File: config.mk
export PLATFORM = sky130hd
export DESIGN_NAME = ic_top
export DESIGN_NICKNAME = d
export VERILOG_FILES = /design/src/ic_pkg.sv /design/src/ic_apb_regs.sv /design/src/ic_arbiter.sv /design/src/ic_router.sv /design/src/ic_top.sv /design/src/ic_xbar.sv
export VERILOG_INCLUDE_DIRS = /design/src
export SDC_FILE = /design/constraint.sdc
export NUM_CORES = 1
export LEC_CHECK = 0
export ABC_AREA = 1
export ABC_CLOCK_PERIOD_IN_PS = 3000
export BUFFER_PORTS_ARGS = -buffer_cell sky130_fd_sc_hd__buf_4
export CORE_ASPECT_RATIO = 0.7
export CORE_UTILIZATION = 35
export DETAILED_ROUTE_END_ITERATION = 7
export GPL_TIMING_DRIVEN = 0
export HOLD_SLACK_MARGIN = 0.1
export SLEW_MARGIN = 10
export SYNTH_ARGS = -nofsm -noshare
export SYNTH_HDL_FRONTEND = slang
export SYNTH_SLANG_ARGS = --single-unit
File: constraint.sdc
create_clock -name clk_i -period 3 [get_ports clk_i]
set_clock_uncertainty 0.2 [all_clocks]
set_input_delay 0.3 -clock clk_i [delete_from_list [all_inputs] [get_ports clk_i]]
set_output_delay 0.3 -clock clk_i [all_outputs]
set_load 0.005 [all_outputs]
File: src/ic_params.svh
`ifndef IC_PARAMS_SVH
`define IC_PARAMS_SVH

// stream widths
`define IC_ADDR_W        4
`define IC_DATA_W        16
`define IC_XBAR_CTRL_W   2

// router destinations
`define IC_ADDR_XBAR_DATA  4'd0
`define IC_ADDR_XBAR_CTRL  4'd1
`define IC_ADDR_LOOPBACK   4'd9

// apb bus and register map
`define IC_APB_ADDR_W    8
`define IC_APB_DATA_W    32
`define IC_REG_INJECT    8'h00
`define IC_REG_CAPTURE   8'h04
`define IC_REG_STATUS    8'h08

`endif

File: src/ic_pkg.sv
`include "ic_params.svh"

package ic_pkg;

  typedef logic [`IC_ADDR_W-1:0]      addr_t;
  typedef logic [`IC_DATA_W-1:0]      data_t;
  // input index * 2 + output index
  typedef logic [`IC_XBAR_CTRL_W-1:0] xbar_ctrl_t;
  typedef logic [`IC_APB_ADDR_W-1:0]  apb_addr_t;
  typedef logic [`IC_APB_DATA_W-1:0]  apb_data_t;

  typedef struct packed {
    addr_t addr;
    data_t data;
  } ic_msg_t;

  typedef struct packed {
    logic      psel;
    logic      penable;
    logic      pwrite;
    apb_addr_t paddr;
    apb_data_t pwdata;
  } apb_req_t;

  typedef struct packed {
    apb_data_t prdata;
    logic      pready;
    logic      pslverr;
  } apb_rsp_t;

endpackage

File: src/ic_apb_regs.sv
`timescale 1ns/1ps
`include "ic_params.svh"

module ic_apb_regs import ic_pkg::*; (
  input  logic       clk_i,
  input  logic       arst_n_i,
  input  apb_req_t   apb_req_i,
  output apb_rsp_t   apb_rsp_o,
  output logic       inj_val_o,
  output data_t      inj_o,
  input  logic       inj_rdy_i,
  input  logic       cap_val_i,
  input  data_t      cap_i,
  output logic       cap_rdy_o,
  input  xbar_ctrl_t xbar_ctl_i
);

  logic  access;
  logic  wr_inject;
  logic  rd_capture;
  logic  inj_err;
  logic  cap_err;
  logic  inj_full_q;
  data_t inj_q;
  logic  cap_full_q;
  data_t cap_q;

  // ====================
  // bus decode
  // ====================

  assign access     = apb_req_i.psel & apb_req_i.penable;
  assign wr_inject  = access & apb_req_i.pwrite & (apb_req_i.paddr == `IC_REG_INJECT);
  assign rd_capture = access & ~apb_req_i.pwrite & (apb_req_i.paddr == `IC_REG_CAPTURE);

  // overflow and underflow are refused
  assign inj_err = wr_inject & inj_full_q;
  assign cap_err = rd_capture & ~cap_full_q;

  // no wait states
  assign apb_rsp_o.pready  = access;
  assign apb_rsp_o.pslverr = inj_err | cap_err;

  always_comb begin
    apb_rsp_o.prdata = '0;
    case (apb_req_i.paddr)
      `IC_REG_INJECT:  apb_rsp_o.prdata = {{(`IC_APB_DATA_W-`IC_DATA_W){1'b0}}, inj_q};
      `IC_REG_CAPTURE: begin
        if (cap_full_q) begin
          apb_rsp_o.prdata = {{(`IC_APB_DATA_W-`IC_DATA_W){cap_q[`IC_DATA_W-1]}}, cap_q};
        end
      end
      `IC_REG_STATUS:  apb_rsp_o.prdata = {{(`IC_APB_DATA_W-4){1'b0}}, xbar_ctl_i,
                                           cap_full_q, inj_full_q};
      default:         apb_rsp_o.prdata = '0;
    endcase
  end

  // ====================
  // inject holding reg
  // ====================

  always_ff @(posedge clk_i or negedge arst_n_i) begin
    if (!arst_n_i) begin
      inj_full_q <= 1'b0;
    end else if (wr_inject & ~inj_full_q) begin
      inj_full_q <= 1'b1;
    end else if (inj_rdy_i) begin
      inj_full_q <= 1'b0;
    end
  end

  always_ff @(posedge clk_i) begin
    if (wr_inject & ~inj_full_q) begin
      inj_q <= apb_req_i.pwdata[`IC_DATA_W-1:0];
    end
  end

  assign inj_val_o = inj_full_q;
  assign inj_o     = inj_q;

  // ====================
  // capture reg
  // ====================

  assign cap_rdy_o = ~cap_full_q;

  always_ff @(posedge clk_i or negedge arst_n_i) begin
    if (!arst_n_i) begin
      cap_full_q <= 1'b0;
    end else if (cap_val_i & ~cap_full_q) begin
      cap_full_q <= 1'b1;
    end else if (rd_capture) begin
      cap_full_q <= 1'b0;
    end
  end

  always_ff @(posedge clk_i) begin
    if (cap_val_i & ~cap_full_q) begin
      cap_q <= cap_i;
    end
  end

endmodule

File: src/ic_arbiter.sv
`timescale 1ns/1ps
`include "ic_params.svh"

module ic_arbiter import ic_pkg::*; (
  input  logic    clk_i,
  input  logic    arst_n_i,
  input  logic    in0_val_i,
  input  data_t   in0_i,
  output logic    in0_rdy_o,
  input  logic    in1_val_i,
  input  data_t   in1_i,
  output logic    in1_rdy_o,
  output logic    out_val_o,
  output ic_msg_t out_msg_o,
  input  logic    out_rdy_i
);

  logic    full_q;
  ic_msg_t msg_q;
  ic_msg_t win_msg;
  logic    can_load;
  logic    load;

  // register free now or emptied this cycle
  assign can_load = ~full_q | out_rdy_i;

  // input 0 has fixed priority
  assign in0_rdy_o = can_load;
  assign in1_rdy_o = can_load & ~in0_val_i;
  assign load      = can_load & (in0_val_i | in1_val_i);

  // tag winner with the address of its source
  always_comb begin
    if (in0_val_i) begin
      win_msg.addr = `IC_ADDR_XBAR_DATA;
      win_msg.data = in0_i;
    end else begin
      win_msg.addr = `IC_ADDR_LOOPBACK;
      win_msg.data = in1_i;
    end
  end

  always_ff @(posedge clk_i or negedge arst_n_i) begin
    if (!arst_n_i) begin
      full_q <= 1'b0;
    end else if (load) begin
      full_q <= 1'b1;
    end else if (out_rdy_i) begin
      full_q <= 1'b0;
    end
  end

  always_ff @(posedge clk_i) begin
    if (load) begin
      msg_q <= win_msg;
    end
  end

  assign out_val_o = full_q;
  assign out_msg_o = msg_q;

endmodule

File: src/ic_router.sv
`timescale 1ns/1ps
`include "ic_params.svh"

module ic_router import ic_pkg::*; (
  input  logic       clk_i,
  input  logic       arst_n_i,
  input  logic       in_val_i,
  input  ic_msg_t    in_msg_i,
  output logic       in_rdy_o,
  output logic       xdat_val_o,
  output data_t      xdat_o,
  input  logic       xdat_rdy_i,
  output logic       xctl_val_o,
  output xbar_ctrl_t xctl_o,
  input  logic       xctl_rdy_i,
  output logic       loop_val_o,
  output data_t      loop_o,
  input  logic       loop_rdy_i
);

  // one-hot destination with bit 0 xbar data, bit 1 xbar ctrl and bit 2 loopback
  logic [2:0] dest_d;
  logic [2:0] dest_q;
  logic       full_q;
  data_t      data_q;
  logic       out_rdy;
  logic       drain;
  logic       accept;

  // unknown addresses decode to no destination
  assign dest_d[0] = (in_msg_i.addr == `IC_ADDR_XBAR_DATA);
  assign dest_d[1] = (in_msg_i.addr == `IC_ADDR_XBAR_CTRL);
  assign dest_d[2] = (in_msg_i.addr == `IC_ADDR_LOOPBACK);

  assign out_rdy = (dest_q[0] & xdat_rdy_i) |
                   (dest_q[1] & xctl_rdy_i) |
                   (dest_q[2] & loop_rdy_i);
  assign drain    = full_q & out_rdy;
  assign in_rdy_o = ~full_q | drain;
  assign accept   = in_val_i & in_rdy_o;

  always_ff @(posedge clk_i or negedge arst_n_i) begin
    if (!arst_n_i) begin
      full_q <= 1'b0;
      dest_q <= '0;
    end else if (accept) begin
      // discarded messages leave the register empty
      full_q <= |dest_d;
      dest_q <= dest_d;
    end else if (drain) begin
      full_q <= 1'b0;
    end
  end

  always_ff @(posedge clk_i) begin
    if (accept) begin
      data_q <= in_msg_i.data;
    end
  end

  assign xdat_val_o = full_q & dest_q[0];
  assign xctl_val_o = full_q & dest_q[1];
  assign loop_val_o = full_q & dest_q[2];
  assign xdat_o     = data_q;
  assign xctl_o     = data_q[`IC_XBAR_CTRL_W-1:0];
  assign loop_o     = data_q;

endmodule

File: src/ic_top.sv
`timescale 1ns/1ps
`include "ic_params.svh"

module ic_top import ic_pkg::*; (
  input  logic     clk_i,
  input  logic     arst_n_i,
  input  logic     in_val_i,
  input  ic_msg_t  in_msg_i,
  output logic     in_rdy_o,
  output logic     out_val_o,
  output ic_msg_t  out_msg_o,
  input  logic     out_rdy_i,
  input  apb_req_t apb_req_i,
  output apb_rsp_t apb_rsp_o
);

  // router to xbar and arbiter
  logic       xdat_val;
  logic       xdat_rdy;
  data_t      xdat;
  logic       xctl_val;
  logic       xctl_rdy;
  xbar_ctrl_t xctl;
  logic       loop_val;
  logic       loop_rdy;
  data_t      loop;

  // register block side of the xbar
  logic       inj_val;
  logic       inj_rdy;
  data_t      inj;
  logic       cap_val;
  logic       cap_rdy;
  data_t      cap;
  xbar_ctrl_t xbar_ctl;

  // xbar output 0 into the arbiter
  logic       xout_val;
  logic       xout_rdy;
  data_t      xout;

  ic_router i_router (
    .clk_i, .arst_n_i, .in_val_i, .in_msg_i, .in_rdy_o,
    .xdat_val_o(xdat_val), .xdat_o(xdat), .xdat_rdy_i(xdat_rdy),
    .xctl_val_o(xctl_val), .xctl_o(xctl), .xctl_rdy_i(xctl_rdy),
    .loop_val_o(loop_val), .loop_o(loop), .loop_rdy_i(loop_rdy)
  );

  ic_xbar i_xbar (
    .clk_i, .arst_n_i,
    .ctl_val_i(xctl_val), .ctl_i(xctl), .ctl_rdy_o(xctl_rdy), .ctl_o(xbar_ctl),
    .in0_val_i(xdat_val), .in0_i(xdat), .in0_rdy_o(xdat_rdy),
    .in1_val_i(inj_val), .in1_i(inj), .in1_rdy_o(inj_rdy),
    .out0_val_o(xout_val), .out0_o(xout), .out0_rdy_i(xout_rdy),
    .out1_val_o(cap_val), .out1_o(cap), .out1_rdy_i(cap_rdy)
  );

  ic_arbiter i_arbiter (
    .clk_i, .arst_n_i,
    .in0_val_i(xout_val), .in0_i(xout), .in0_rdy_o(xout_rdy),
    .in1_val_i(loop_val), .in1_i(loop), .in1_rdy_o(loop_rdy),
    .out_val_o, .out_msg_o, .out_rdy_i
  );

  ic_apb_regs i_apb_regs (
    .clk_i, .arst_n_i, .apb_req_i, .apb_rsp_o,
    .inj_val_o(inj_val), .inj_o(inj), .inj_rdy_i(inj_rdy),
    .cap_val_i(cap_val), .cap_i(cap), .cap_rdy_o(cap_rdy),
    .xbar_ctl_i(xbar_ctl)
  );

endmodule

File: src/ic_xbar.sv
`timescale 1ns/1ps
`include "ic_params.svh"

module ic_xbar import ic_pkg::*; (
  input  logic       clk_i,
  input  logic       arst_n_i,
  input  logic       ctl_val_i,
  input  xbar_ctrl_t ctl_i,
  output logic       ctl_rdy_o,
  output xbar_ctrl_t ctl_o,
  input  logic       in0_val_i,
  input  data_t      in0_i,
  output logic       in0_rdy_o,
  input  logic       in1_val_i,
  input  data_t      in1_i,
  output logic       in1_rdy_o,
  output logic       out0_val_o,
  output data_t      out0_o,
  input  logic       out0_rdy_i,
  output logic       out1_val_o,
  output data_t      out1_o,
  input  logic       out1_rdy_i
);

  xbar_ctrl_t ctrl_q;
  logic       in_sel;
  logic       out_sel;
  logic       sel_val;
  data_t      sel_dat;
  logic       sel_rdy;

  // ====================
  // control register
  // ====================

  // control is always accepted
  assign ctl_rdy_o = 1'b1;

  always_ff @(posedge clk_i or negedge arst_n_i) begin
    if (!arst_n_i) begin
      ctrl_q <= '0;
    end else if (ctl_val_i) begin
      ctrl_q <= ctl_i;
    end
  end

  assign ctl_o = ctrl_q;

  // ====================
  // data path
  // ====================

  // upper bit picks the input, lower bit the output
  assign in_sel  = ctrl_q[1];
  assign out_sel = ctrl_q[0];

  assign sel_val = in_sel ? in1_val_i : in0_val_i;
  assign sel_dat = in_sel ? in1_i : in0_i;
  assign sel_rdy = out_sel ? out1_rdy_i : out0_rdy_i;

  // unselected inputs stay blocked
  assign in0_rdy_o = ~in_sel & sel_rdy;
  assign in1_rdy_o = in_sel & sel_rdy;

  assign out0_val_o = ~out_sel & sel_val;
  assign out1_val_o = out_sel & sel_val;
  assign out0_o     = sel_dat;
  assign out1_o     = sel_dat;

endmodule

======== After elaboration in Yosys (flattened, before gate mapping) ========
Index checks and enable logic that the tools add are counted.
word-level totals
  input bits .............................. 67
  register bits ........................... 77
  output and inout port bits .............. 56
  logic and storage cells ................. 72
operators by class
  mux-type cells .......................... 14
  reduce and logical (&&, ||, !) cells .... 7
  eq/ne operators ......................... 4
  bitwise logic cells ..................... 36
operators with widths
  cell                                                  count
  one-hot mux 32 bit (3 select lines)                   1
  two-way mux 32 bit                                    1
  AND 1 bit                                             22
  two-way mux 20 bit                                    1
  two-way mux 16 bit                                    1
  two-way mux 1 bit                                     10
  equality test 8 x 3 -> 1 bit (second input constant)  1
  equality test 8 x 4 -> 1 bit (second input constant)  1
  zero test 8 bit                                       1
  NOT 1 bit                                             8
  nonzero test 2 bit                                    4
  OR 1 bit                                              6
  equality test 4 x 1 -> 1 bit (second input constant)  1
  equality test 4 bit (second input constant)           1
  zero test 4 bit                                       1
  OR reduction 3 bit                                    1

======== Depth between registers and ports, before layout ========
Gate-level depths: netlist of run 1.
  depth after elaboration ................. 11
  mapped depth ............................ 9
  mapped depth without buffers ............ 8

======== By module ========
From an unflattened synthesis of run 1, not the netlist that was laid out.
second synthesis, totals
  cell total of the unflattened synthesis .. 405
  area total of the unflattened synthesis .. 3863.7 µm²
modules (own cells, without submodules)
  module       sequential area each (µm²)  cells an instance  times used  area an instance (µm²)
  ic_apb_regs  1011.0                      155                1           1646.6
  ic_router    580.6                       77                 1           883.3
  ic_arbiter   535.5                       82                 1           830.8
  ic_xbar      50.0                        91                 1           503.0

======== Worst setup path before layout of run 1 ========
Ideal clock, no wire load.
  path kind ............................... reg2reg
  start ................................... register i_xbar.ctrl_q[1] (netlist: i_xbar.ctl_o[1])
  end ..................................... register i_arbiter.msg_q (netlist bit i_arbiter.out_msg_o[0]) (enable)
  arrival ................................. 1.533 ns
  data required time ...................... 2.409 ns
  path buffers ............................ 1
  library setup time ...................... 0.391 ns
  cell stages (with the launch flop) ...... 7
  setup slack ............................. 0.877 ns
  period minus slack after synthesis ...... 2.123 ns
  cells stage by stage .................... dfrtp_1 buf_6 nand2_2 nand3_4 o21ai_0 inv_1 nor2_1
between the ends
  word-level cells in the longest chain between the ends .. 4
ends and longest elaborated chain
  item                      line              RTL
  start: declaration        ic_xbar.sv:25     xbar_ctrl_t ctrl_q;
  start signal: assignment  ic_xbar.sv:43     ctrl_q <= ctl_i;
  two-way mux 1 bit         ic_xbar.sv:57     assign sel_val = in_sel ? in1_val_i : in0_val_i;
  AND 1 bit                 ic_xbar.sv:65     assign out0_val_o = ~out_sel & sel_val;
  OR 1 bit                  ic_arbiter.sv:30  assign load = can_load & (in0_val_i | in1_val_i);
  AND 1 bit                 ic_arbiter.sv:30
  net i_arbiter.load        ic_arbiter.sv:22  logic load;
  end signal: assignment    ic_arbiter.sv:55  msg_q <= win_msg;
  end: declaration          ic_arbiter.sv:19  ic_msg_t msg_q;
The timed path passes the listed nets, and every way through them passes these cells.
A chain may end at the register's enable or synchronous reset.

==> impl_metrics.toml, run 1 <==
[worst_setup_path]
cp_max_fo = 16
cpMaxStageDelayCell = "dfrtp_1"
startpoint = "i_apb_regs.cap_full_q"
r2r-start = "i_xbar.ctl_o[1]"
worst_setup_path_start_kind = "register"
rrSetupSlack_ns = 0.85
crit_required_ns = 2.50
path_class = "reg2out"
cpPeakStageDelay_ns = 0.45
crit_chain = "nand3_2 -> clkinv_2 -> nand3_1 -> inv_1 -> buf_4 -> buf_4"
cp_common_cell = "buf_4"
arrival_ns = 1.71
cp-end-kind = "output pin"

[timing]
slew_headroom_pct = 40.23
slew_violations = 0
rsz0062_at_grt = "false"
worst_slack_ns = 0.7881
max_freq_ghz = 0.4521
min_period_ns = 2.212
setup_viol = 0
timing.final.crit_share_pct = 73.73
fin_tns_setup_ns = 0
hold_viol = 0
tightest_slew_ns = 0.8956

[power_and_ir_drop]
vdd_ir_drop_max_uv = 325.2
p_sw_share_pct = 29.80
p_sw_mw = 1.023
p_seq_share_pct = 42.2
pwr-share-clk_pct = 30.6
leakagePower_nw = 2.253
internal_power_mw = 2.411
p_comb_share_pct = 27.2
cellPowerDensity_mw_per_mm2 = 683.7

[final_layout]
diodes = 0
syn_to_final_growth_pct = 48.67
finalInstanceArea_mm2 = 0.005022
fin_nets = 545
drive_gt1_share_pct = 34.16

[drt]
avgViaCountPerCell = 4.493
routed_wl_mm = 8.520
drtAntennaViolNets = 0
drtIter0Drc = 97
vias = 2727
drcViolationCount = 0
dr.pass1.iters = 4
wl_per_cell_um = 14.04

[clocking]
cts-htree-levels = 3
cts.clk_slew.worst_paths_ns = 0.06
clk_latency_ns = 0.33
ctsHoldBuffers = 39
clockRootBuffer = "clkbuf_16"
cts_tree = "done"
cts_buffers = 9
cts-resized-gates = 0
clk_path_buf_depth = 2
post_cts.repair.setup_buffers = 0
cts.sinks = 74

[yosys]
yosys_warnings = 0
synth_edf_count = 65
yosysMostFrequentCell = "nand2_1"
syn_area_mm2 = 0.003378
ys_seq_elements = 74
synth_largest_area_cell = "edfxtp_1"
yosysUniqueCellTypes = 27
async_flop_share_pct = 12.16
synth.avg_cell_area_um2 = 10.49
synthTopCellsByCount = "nand2_1, edfxtp_1, inv_1"
synth_top_area_share_pct = 57.78
synthTopCellsByArea = "edfxtp_1, nand2_1, dfrtp_1"
yosysSeqAreaShare_pct = 64.44
syn_inst = 322
ys.flop_type = "edfxtp_1"

[outcome]
outcome = "finished clean"

[die]
die_y_um = 84.20
row_count = 29
die_w_um = 119.4
initial_core_util_pct = 36.65
ios = 123
die_area_mm2 = 0.01006
core_mm2 = 0.009216

[global_routing]
antenna_found_initial = 0
grt_overflow = 0
track_usage_pct = 18.05
grt_pass1_wl_mm = 13.39
grt_max_degree = 17
grt_pass1_vias = 2707

[min_path]
hp-start = "apb_req_i[40]"
min_path_type = "in2reg"

[placement]
dp_slack_ns = 0.5448
hpwl_mm = 5.973
place_area_mm2 = 0.004338
io_buffers = 104
gp_congestion = 0.7773

[job]
max_cap_violations = 0
## metal layers
metal | GRT usage, % | share of wire [%] | vias up
met1 | 21.40 | 42 | 1268
met2 | 31.08 | 50 | 96
li1 | - | - | 1357
met3 | 4.620 | 6.7 | 6
met5 | 0 | 0 | -
met4 | 8.182 | 1.2 | 0
## flip-flops by register name (all words and copies together) (netlist names)
signal and count:
i_apb_regs.cap_full_q 1, i_apb_regs.cap_q 16, i_apb_regs.inj_o 16, i_apb_regs.inj_val_o 1, i_arbiter.out_msg_o 17, i_arbiter.out_val_o 1, i_router.dest_q 3, i_router.full_q 1
i_router.loop_o 16, i_xbar.ctl_o 2
## critical path, delay by kind of cell, from the launching register on
family        cells  cell delay [ns]
flops             1             0.45
simple gates      2             0.22
buf+inv           4             0.73
## area by class of cell
type	instances	area (um2)
fillers	831	4194
repair buffers	144	1186
plain buffers	28	217.7
clock buffers	9	225.2
clock inverters	7	68.82
multi-input cells	181	840.8
flip-flops and latches	74	2177
inverters	40	151.4
well taps	124	155.1
## per-stage QoR
step,power (mW),cells,util [%],hold slack (ns)
floorplan,1.954,323,-,-0.1956
global placement,2.323,551,46.85,-0.06704
detailed placement,2.371,552,47.07,-0.06354
CTS,3.470,607,54.49,0.1195
global route,3.601,607,54.49,0.1419
finish,3.434,607,54.49,0.1399
## cell usage in the layout (no fill, tap or decap), types with 4 or more instances in the layout
master	n
nor2_1	6
nand3_1	15
dlygate4sd3_1	39
nand2_1	96
edfxtp_1	65
buf_6	4
buf_4	125
clkbuf_16	9
dfrtp_1	9
nor2_2	4
inv_1	37
o21ai_1	5
o21ai_0	33
nand2_2	4
## path summary, 6_finish.rpt
path,end,cells past startpoint
worst max register to register,i_router.loop_o[14],7
worst min-delay path,i_apb_regs.inj_val_o,3
max in group asynchronous,i_router.dest_q[1],2
min in group asynchronous,i_arbiter.out_val_o,2
worst min register to register,i_router.dest_q[2],2
worst max-delay path,apb_rsp_o[23],6
## logic make-up (layout without fill, tap and decap cells)
group | count (synthesis) | after routing | synth area share [%]
simple gates | 140 | 140 | 18.74
flops | 74 | 74 | 64.44
buf+inv | 68 | 228 | 10.93
compound gates | 39 | 39 | 5.778
other cells | 1 | 2 | 0.1110
## power groups by stage
stage	Combinational, mW	Sequential [mW]	Clock, mW
after global placement	0.854	1.47	0
after global routing	1.03	1.47	1.10
after CTS	0.942	1.45	1.08
after detailed placement	0.901	1.47	0
final	0.935	1.45	1.05
after floorplan	0.491	1.46	0
(Power assumes the default switching activity.)
==> run 2, diff against run 1 <==
ABC_AREA = 0   (was 1)
ABC_CLOCK_PERIOD_IN_PS = 2100   (was 3000)
clock period = 2.1 ns   (was 3 ns; I/O delays follow)
==> run 2 against run 1 <==
  * The flow now finishes with violations (setup timing)
  * Flip-flop and latch count did not move
  * Combinational power fell by 30%
  * Utilization rose by 6.0 points
  * Critical endpoint is now apb_rsp_o[22]
  * Largest power group unchanged
==> impl_metrics.toml, run 2 <==
[outcome]
outcome = "complete, but fails checks"
violations = "setup timing"

[final_layout]
final_common_cell = "buf_4"
diodes = 0
syn_to_final_growth_pct = 63.00
final_cell_mix = "buf_4, edfxtp_1, nand2_1"
stdcell_count = 552
drive_gt1_share_pct = 47.45
fillers = 681
fin_nets = 494
largest_reg_flops = 17
fin_util_pct = 60.53

[placement]
place_inst = 476
gp_congestion = 0.7610
hpwl_mm = 5.529
dp_slack_ns = -0.5909
io_buffers = 104

[die]
core_mm2 = 0.008723
initial_core_util_pct = 37.13
ios = 123
die_area_mm2 = 0.009650
row_count = 28
die_w_um = 117.0
die_y_um = 82.49

[clocking]
cts.clk_slew.worst_paths_ns = 0.05
clockRootBuffer = "clkbuf_16"
cts_buffers = 9
clk_path_buf_depth = 2
cts_tree = "done"
cts-htree-levels = 3
clk_latency_ns = 0.33
cts.sinks = 74

[yosys]
synth_edf_count = 65
ys_seq_elements = 74
synth_top_family_by_area = "simple AND/OR/NAND/NOR gates"
synth_compound_area_share_pct = 7.377
synth_fa_ha_area_share_pct = 0
async_flop_share_pct = 12.16
synth_mux_area_share_pct = 6.257
synthTopCellsByArea = "edfxtp_1, nand2_1, dfrtp_1"
syn_inst = 250
ys.flop_type = "edfxtp_1"
synth.avg_cell_area_um2 = 12.96
yosysUniqueCellTypes = 35
synth_xor_area_share_pct = 0
yosysSeqAreaShare_pct = 67.21
synthTopCellsByCount = "edfxtp_1, nand2_1, buf_4"
syn_area_mm2 = 0.003239
yosysMostFrequentCell = "edfxtp_1"
synth-simple-area-share_pct = 12.98
synth_top_area_share_pct = 60.25
synth_largest_area_cell = "edfxtp_1"
yosys_warnings = 0

[power_and_ir_drop]
vdd_ir_drop_max_uv = 435.3
internal_power_mw = 2.886
p_sw_mw = 0.8987
power.total_mw = 3.784
p_comb_share_pct = 17.3
p_seq_share_pct = 47.6
leakagePower_nw = 2.224
cellPowerDensity_mw_per_mm2 = 716.7
pwr-share-clk_pct = 35.1
p_sw_share_pct = 23.75

[drt]
wl_per_cell_um = 16.12
drcViolationCount = 0
routed_wl_mm = 8.898
avgViaCountPerCell = 4.632
drtIter0Drc = 161
drtAntennaViolNets = 0
dr.pass1.iters = 5
vias = 2557

[worst_setup_path]
worst_setup_path_start_kind = "input port"
cp-end-kind = "output pin"
path_class = "in2out"
cp_max_fo = 16
crit_required_ns = 1.69
arrival_ns = 1.74

[timing]
slew_headroom_pct = 59.13
fin_tns_setup_ns = -0.7156
rsz0062_at_grt = "true"
slew_violations = 0
max_freq_ghz = 0.4660
setup_viol = 26
tightest_slew_ns = 0.6131
worst_slack_ns = -0.04586
hold_viol = 0
min_period_ns = 2.146
timing.final.crit_share_pct = 102.2

[global_routing]
track_usage_pct = 19.90
grt_pass1_wl_mm = 13.34
grt_max_degree = 18
grt_overflow = 0
antenna_found_initial = 0
grt_pass1_vias = 2509

[job]
max_cap_violations = 0

[min_path]
min_path_type = "in2reg"
-- run 2: cell types whose count changed in the layout (fill, tap and decap cells not counted), sizes merged, moves of 6 or more --
cell	previous run	this run
inv	40	6
buf	132	147
nor2	11	5
o21ai	38	2
a22o	0	11
nand2	100	63
mux2	0	18
nand3	19	3
-- run 2: cell families (layout without fill, tap and decap cells) --
kind of cell	after synthesis	in the layout
and+or+nand+nor	93	93
DFF	74	74
AOI/OAI and AO/OA	32	32
buffers and inverters	32	213
muxes	18	18
other	1	2
-- run 2: power by group through the flow --
stage               clock network (mW)  logic (mW)  registers [mW]
global route                      1.44       0.714            1.81
detailed placement                   0       0.491            1.81
CTS                               1.37       0.608            1.80
global placement                     0       0.481            1.81
floorplan                            0       0.288            1.80
finish                            1.33       0.654            1.80
-- run 2: layer usage --
| metal | GRT usage [%] | share of wire (%) | wire length (um) | vias to the layer above |
|---|---|---|---|---|
| li1 | - | - | - | 1243 |
| met1 | 26.45 | 44 | 3898 | 1210 |
| met2 | 31.42 | 48 | 4280 | 93 |
| met3 | 4.526 | 6.3 | 557 | 11 |
| met4 | 8.861 | 1.8 | 162 | 0 |
| met5 | 0 | 0 | 0 | - |
-- run 2: worst paths after layout --
path | depth (start not counted) | slack (ns) | start | to
min in group asynchronous | 3 | 0.69 | arst_n_i | i_router.dest_q[2]
setup reg to reg | 6 | 0.11 | i_xbar.ctl_o[1] | i_arbiter.out_msg_o[9]
hold / removal | 4 | 0.15 | apb_req_i[41] | i_apb_regs.cap_full_q
setup / recovery | 7 | -0.05 | apb_req_i[32] | apb_rsp_o[22]
hold reg to reg | 2 | 0.34 | i_router.loop_o[9] | i_arbiter.out_msg_o[9]
max in group asynchronous | 3 | 0.67 | arst_n_i | i_apb_regs.inj_val_o
-- run 2: area by class of cell --
cell class                      instances  area, um2  area share (%)
Clock inverter                          5      21.27          0.4028
Inverter                                6      22.52          0.4265
Tap cell                              120      150.1           2.844
Timing Repair Buffer                  166       1455           27.56
Buffer                                 25      196.4           3.720
Multi-Input combinational cell        145       1020           19.31
Clock buffer                           11      232.7           4.408
Sequential cell                        74       2182           41.33
-- run 2: critical path, cell delays in order --
cell	delay, ns
buf_6	0.09
or4_4	0.58
or3_4	0.38
nor2_4	0.12
buf_12	0.14
buf_4	0.11
buf_4	0.10
-- run 2: repair_timing --
action / CTS / global route
endpoints found under the setup margin: 88 / 58
hold buffers: 41 / 0
gates cloned: 2 / 0
resized for setup: 30 / 11
pin swaps: 16 / 11
setup buffers: 12 / 6
hold endpoints to repair: 47 / 0
-- run 2: per-stage QoR --
step / area (um2) / hold slack, ns
2_1_floorplan: 3301 / -0.2856
3_5_place_dp: 4247 / -0.1591
3_3_place_gp: 4232 / -0.1590
6_report: 5280 / 0.1474
5_1_grt: 5280 / 0.1963
4_1_cts: 5191 / 0.1171
==> run 3, diff against run 2 <==
CORE_UTILIZATION = 49   (was 35)
PLACE_DENSITY = 0.8   (was unset)
==> run 3 against run 2 <==
  * The run still ends with setup timing left
  * Die area decreased by 28%
  * Via count up 6.1%
  * Fmax is 0.53% higher
  * Combinational power is 0.8% higher
  * Final cell count shrank 8.3%
  * Final area down 2.6%
  * Sequential share of layout area grew 1.1 points
  * Sequential power about the same
  * Largest cell class unchanged
==> impl_metrics.toml, run 3 (synthesized netlist as in run 2, its figures left out) <==
[drt]
drtAntennaViolNets = 0
wl_met2_mm = 4.719
drtIter0Drc = 261
vias = 2712
met1_length_mm = 3.585
dr.pass1.iters = 6
wl_met3_um = 831
avgViaCountPerCell = 5.360
top_layer_used = "met4"
drcViolationCount = 0
wl_per_cell_um = 18.42
routed_wl_mm = 9.318

[die]
die_w_um = 99.18
initial_core_util_pct = 51.37
row_count = 24
core_mm2 = 0.006306
die_area_mm2 = 0.006945
die_y_um = 70.03
ios = 123

[clocking]
cts.sinks = 74
cts_tree = "done"
clk_path_buf_depth = 2
cts_buffers = 9
cts.clk_slew.worst_paths_ns = 0.07
clk_latency_ns = 0.33
clockRootBuffer = "clkbuf_8"
cts-htree-levels = 3

[worst_setup_path]
cp_top_family = "simple AND/OR/NAND/NOR gates"
crit_required_ns = 1.69
worst_setup_path_start_kind = "input port"
cpPeakStageDelay_ns = 0.59
cp_max_fo = 16
r2r-start = "i_xbar.ctl_o[0]"
crit_path_end = "apb_rsp_o[27]"
rrSetupSlack_ns = 0.04
arrival_ns = 1.72
cp-end-kind = "output pin"
crit_buf_inv = 4
crit_cells = 7
startpoint = "apb_req_i[32]"
r2r_cells = 4
crit_chain = "buf_6 -> or4_4 -> or3_4 -> nor2_4 -> buf_12 -> buf_4 -> buf_4"
cpMaxStageDelayCell = "or4_4"
cp_common_cell = "buf_4"
path_class = "in2out"
worst_r2r_endpoint = "i_router.loop_o[1]"

[final_layout]
drive_gt1_share_pct = 46.73
fillers = 328
syn_to_final_growth_pct = 58.83
fin_util_pct = 81.59
stdcell_count = 506
diodes = 0
fin_nets = 492
final_cell_mix = "buf_4, edfxtp_1, nand2_1"
largest_reg_flops = 17
final_common_cell = "buf_4"

[global_routing]
antenna_found_initial = 0
grt_overflow = 0
grt_max_degree = 17
grt_pass1_vias = 2719
grt_pass1_wl_mm = 13.54
track_usage_pct = 26.69

[placement]
place_inst = 434
gp_congestion = 0.8153
io_buffers = 104
hpwl_mm = 5.221

[timing]
slew_violations = 0
rsz0062_at_grt = "true"
hold_viol = 0
worst_slack_ns = -0.03448
min_period_ns = 2.134
timing.final.crit_share_pct = 101.6
setup_viol = 17
slew_headroom_pct = 53.23
max_freq_ghz = 0.4685
tightest_slew_ns = 0.7016

[power_and_ir_drop]
leakagePower_nw = 2.204
p_seq_share_pct = 46.7
power.total_mw = 3.860
p_sw_mw = 0.8749
p_sw_share_pct = 22.66
internal_power_mw = 2.985
cellPowerDensity_mw_per_mm2 = 750.3
vdd_ir_drop_max_uv = 440.9
p_comb_share_pct = 17.1
pwr-share-clk_pct = 36.2

[job]
max_cap_violations = 0

[outcome]
violations = "setup timing"
outcome = "complete, but fails checks"

[min_path]
min_path_type = "in2reg"
## run 3: changes by cell type in the layout (fill, tap and decap cells not counted), sizes merged
cell	before	now
clkinv	5	1
bufinv	0	4
buf	147	146
clkbuf	14	10
dlygate4sd3	41	42
## run 3: power by group through the flow
stage / Combinational (mW) / Clock, mW / Sequential [mW]
2_1_floorplan: 0.288 / 0 / 1.80
3_3_place_gp: 0.467 / 0 / 1.81
3_5_place_dp: 0.487 / 0 / 1.81
4_1_cts: 0.583 / 1.41 / 1.79
5_1_grt: 0.694 / 1.47 / 1.81
6_report: 0.659 / 1.40 / 1.80
## run 3: how the worst min path moves through the flow
stage                              from  cells after the start  slack, ns                     to
after CTS                 apb_req_i[41]                      4       0.13  i_apb_regs.cap_full_q
after floorplan                arst_n_i                      0      -0.29  i_apb_regs.cap_full_q
after global placement         arst_n_i                      1      -0.16     i_router.dest_q[1]
final                     apb_req_i[41]                      4       0.14  i_apb_regs.cap_full_q
after global routing      apb_req_i[41]                      4       0.15  i_apb_regs.cap_full_q
after detailed placement       arst_n_i                      1      -0.16     i_router.dest_q[1]
## run 3: through the flow
| stage | setup WS (ns) | area, um2 | hold slack [ns] | TNS (ns) |
|---|---|---|---|---|
| 2_1_floorplan | -0.005272 | 3301 | -0.2856 | -0.005272 |
| 3_3_place_gp | -0.5654 | 4179 | -0.1611 | -33.83 |
| 3_5_place_dp | -0.5098 | 4194 | -0.1610 | -27.69 |
| 4_1_cts | -0.03764 | 5079 | 0.1259 | -0.5735 |
| 5_1_grt | -0.08688 | 5145 | 0.1518 | -1.421 |
| 6_report | -0.03448 | 5145 | 0.1418 | -0.5230 |
## run 3: what timing repair did
| action | 4_1_cts | 5_1_grt |
|---|---|---|
| hold endpoints to repair | 48 | 0 |
| buffers inserted | 12 | 4 |
| gates resized for setup | 17 | 14 |
| pin swaps | 16 | 11 |
| endpoints found under the setup margin | 88 | 86 |
| hold buffers | 42 | 0 |
| gates cloned | 1 | 0 |
## run 3: final cells by class
cell class | instances | area, um2 | area share [%]
Timing Repair Buffer | 164 | 1396 | 27.14
Multi-Input combinational cell | 145 | 998.5 | 19.41
Tap cell | 78 | 97.59 | 1.897
Clock buffer | 9 | 123.9 | 2.408
Buffer | 25 | 196.4 | 3.818
Inverter | 6 | 22.52 | 0.4377
Sequential cell | 74 | 2181 | 42.39
Clock inverter | 5 | 128.9 | 2.505
## run 3: metal layers
layer / track usage (%) / up-vias
met5: 0 / -
met4: 9.967 / 0
met3: 7.808 / 23
met2: 45.45 / 188
met1: 32.40 / 1265
li1: - / 1236
## run 3: worst min-delay path: cells and delay by family
kind / cells / cell delay, ns
AND/OR/NAND/NOR: 2 / 0.22
buffers and inverters: 1 / 0.11
AO/OA/AOI/OAI: 1 / 0.11
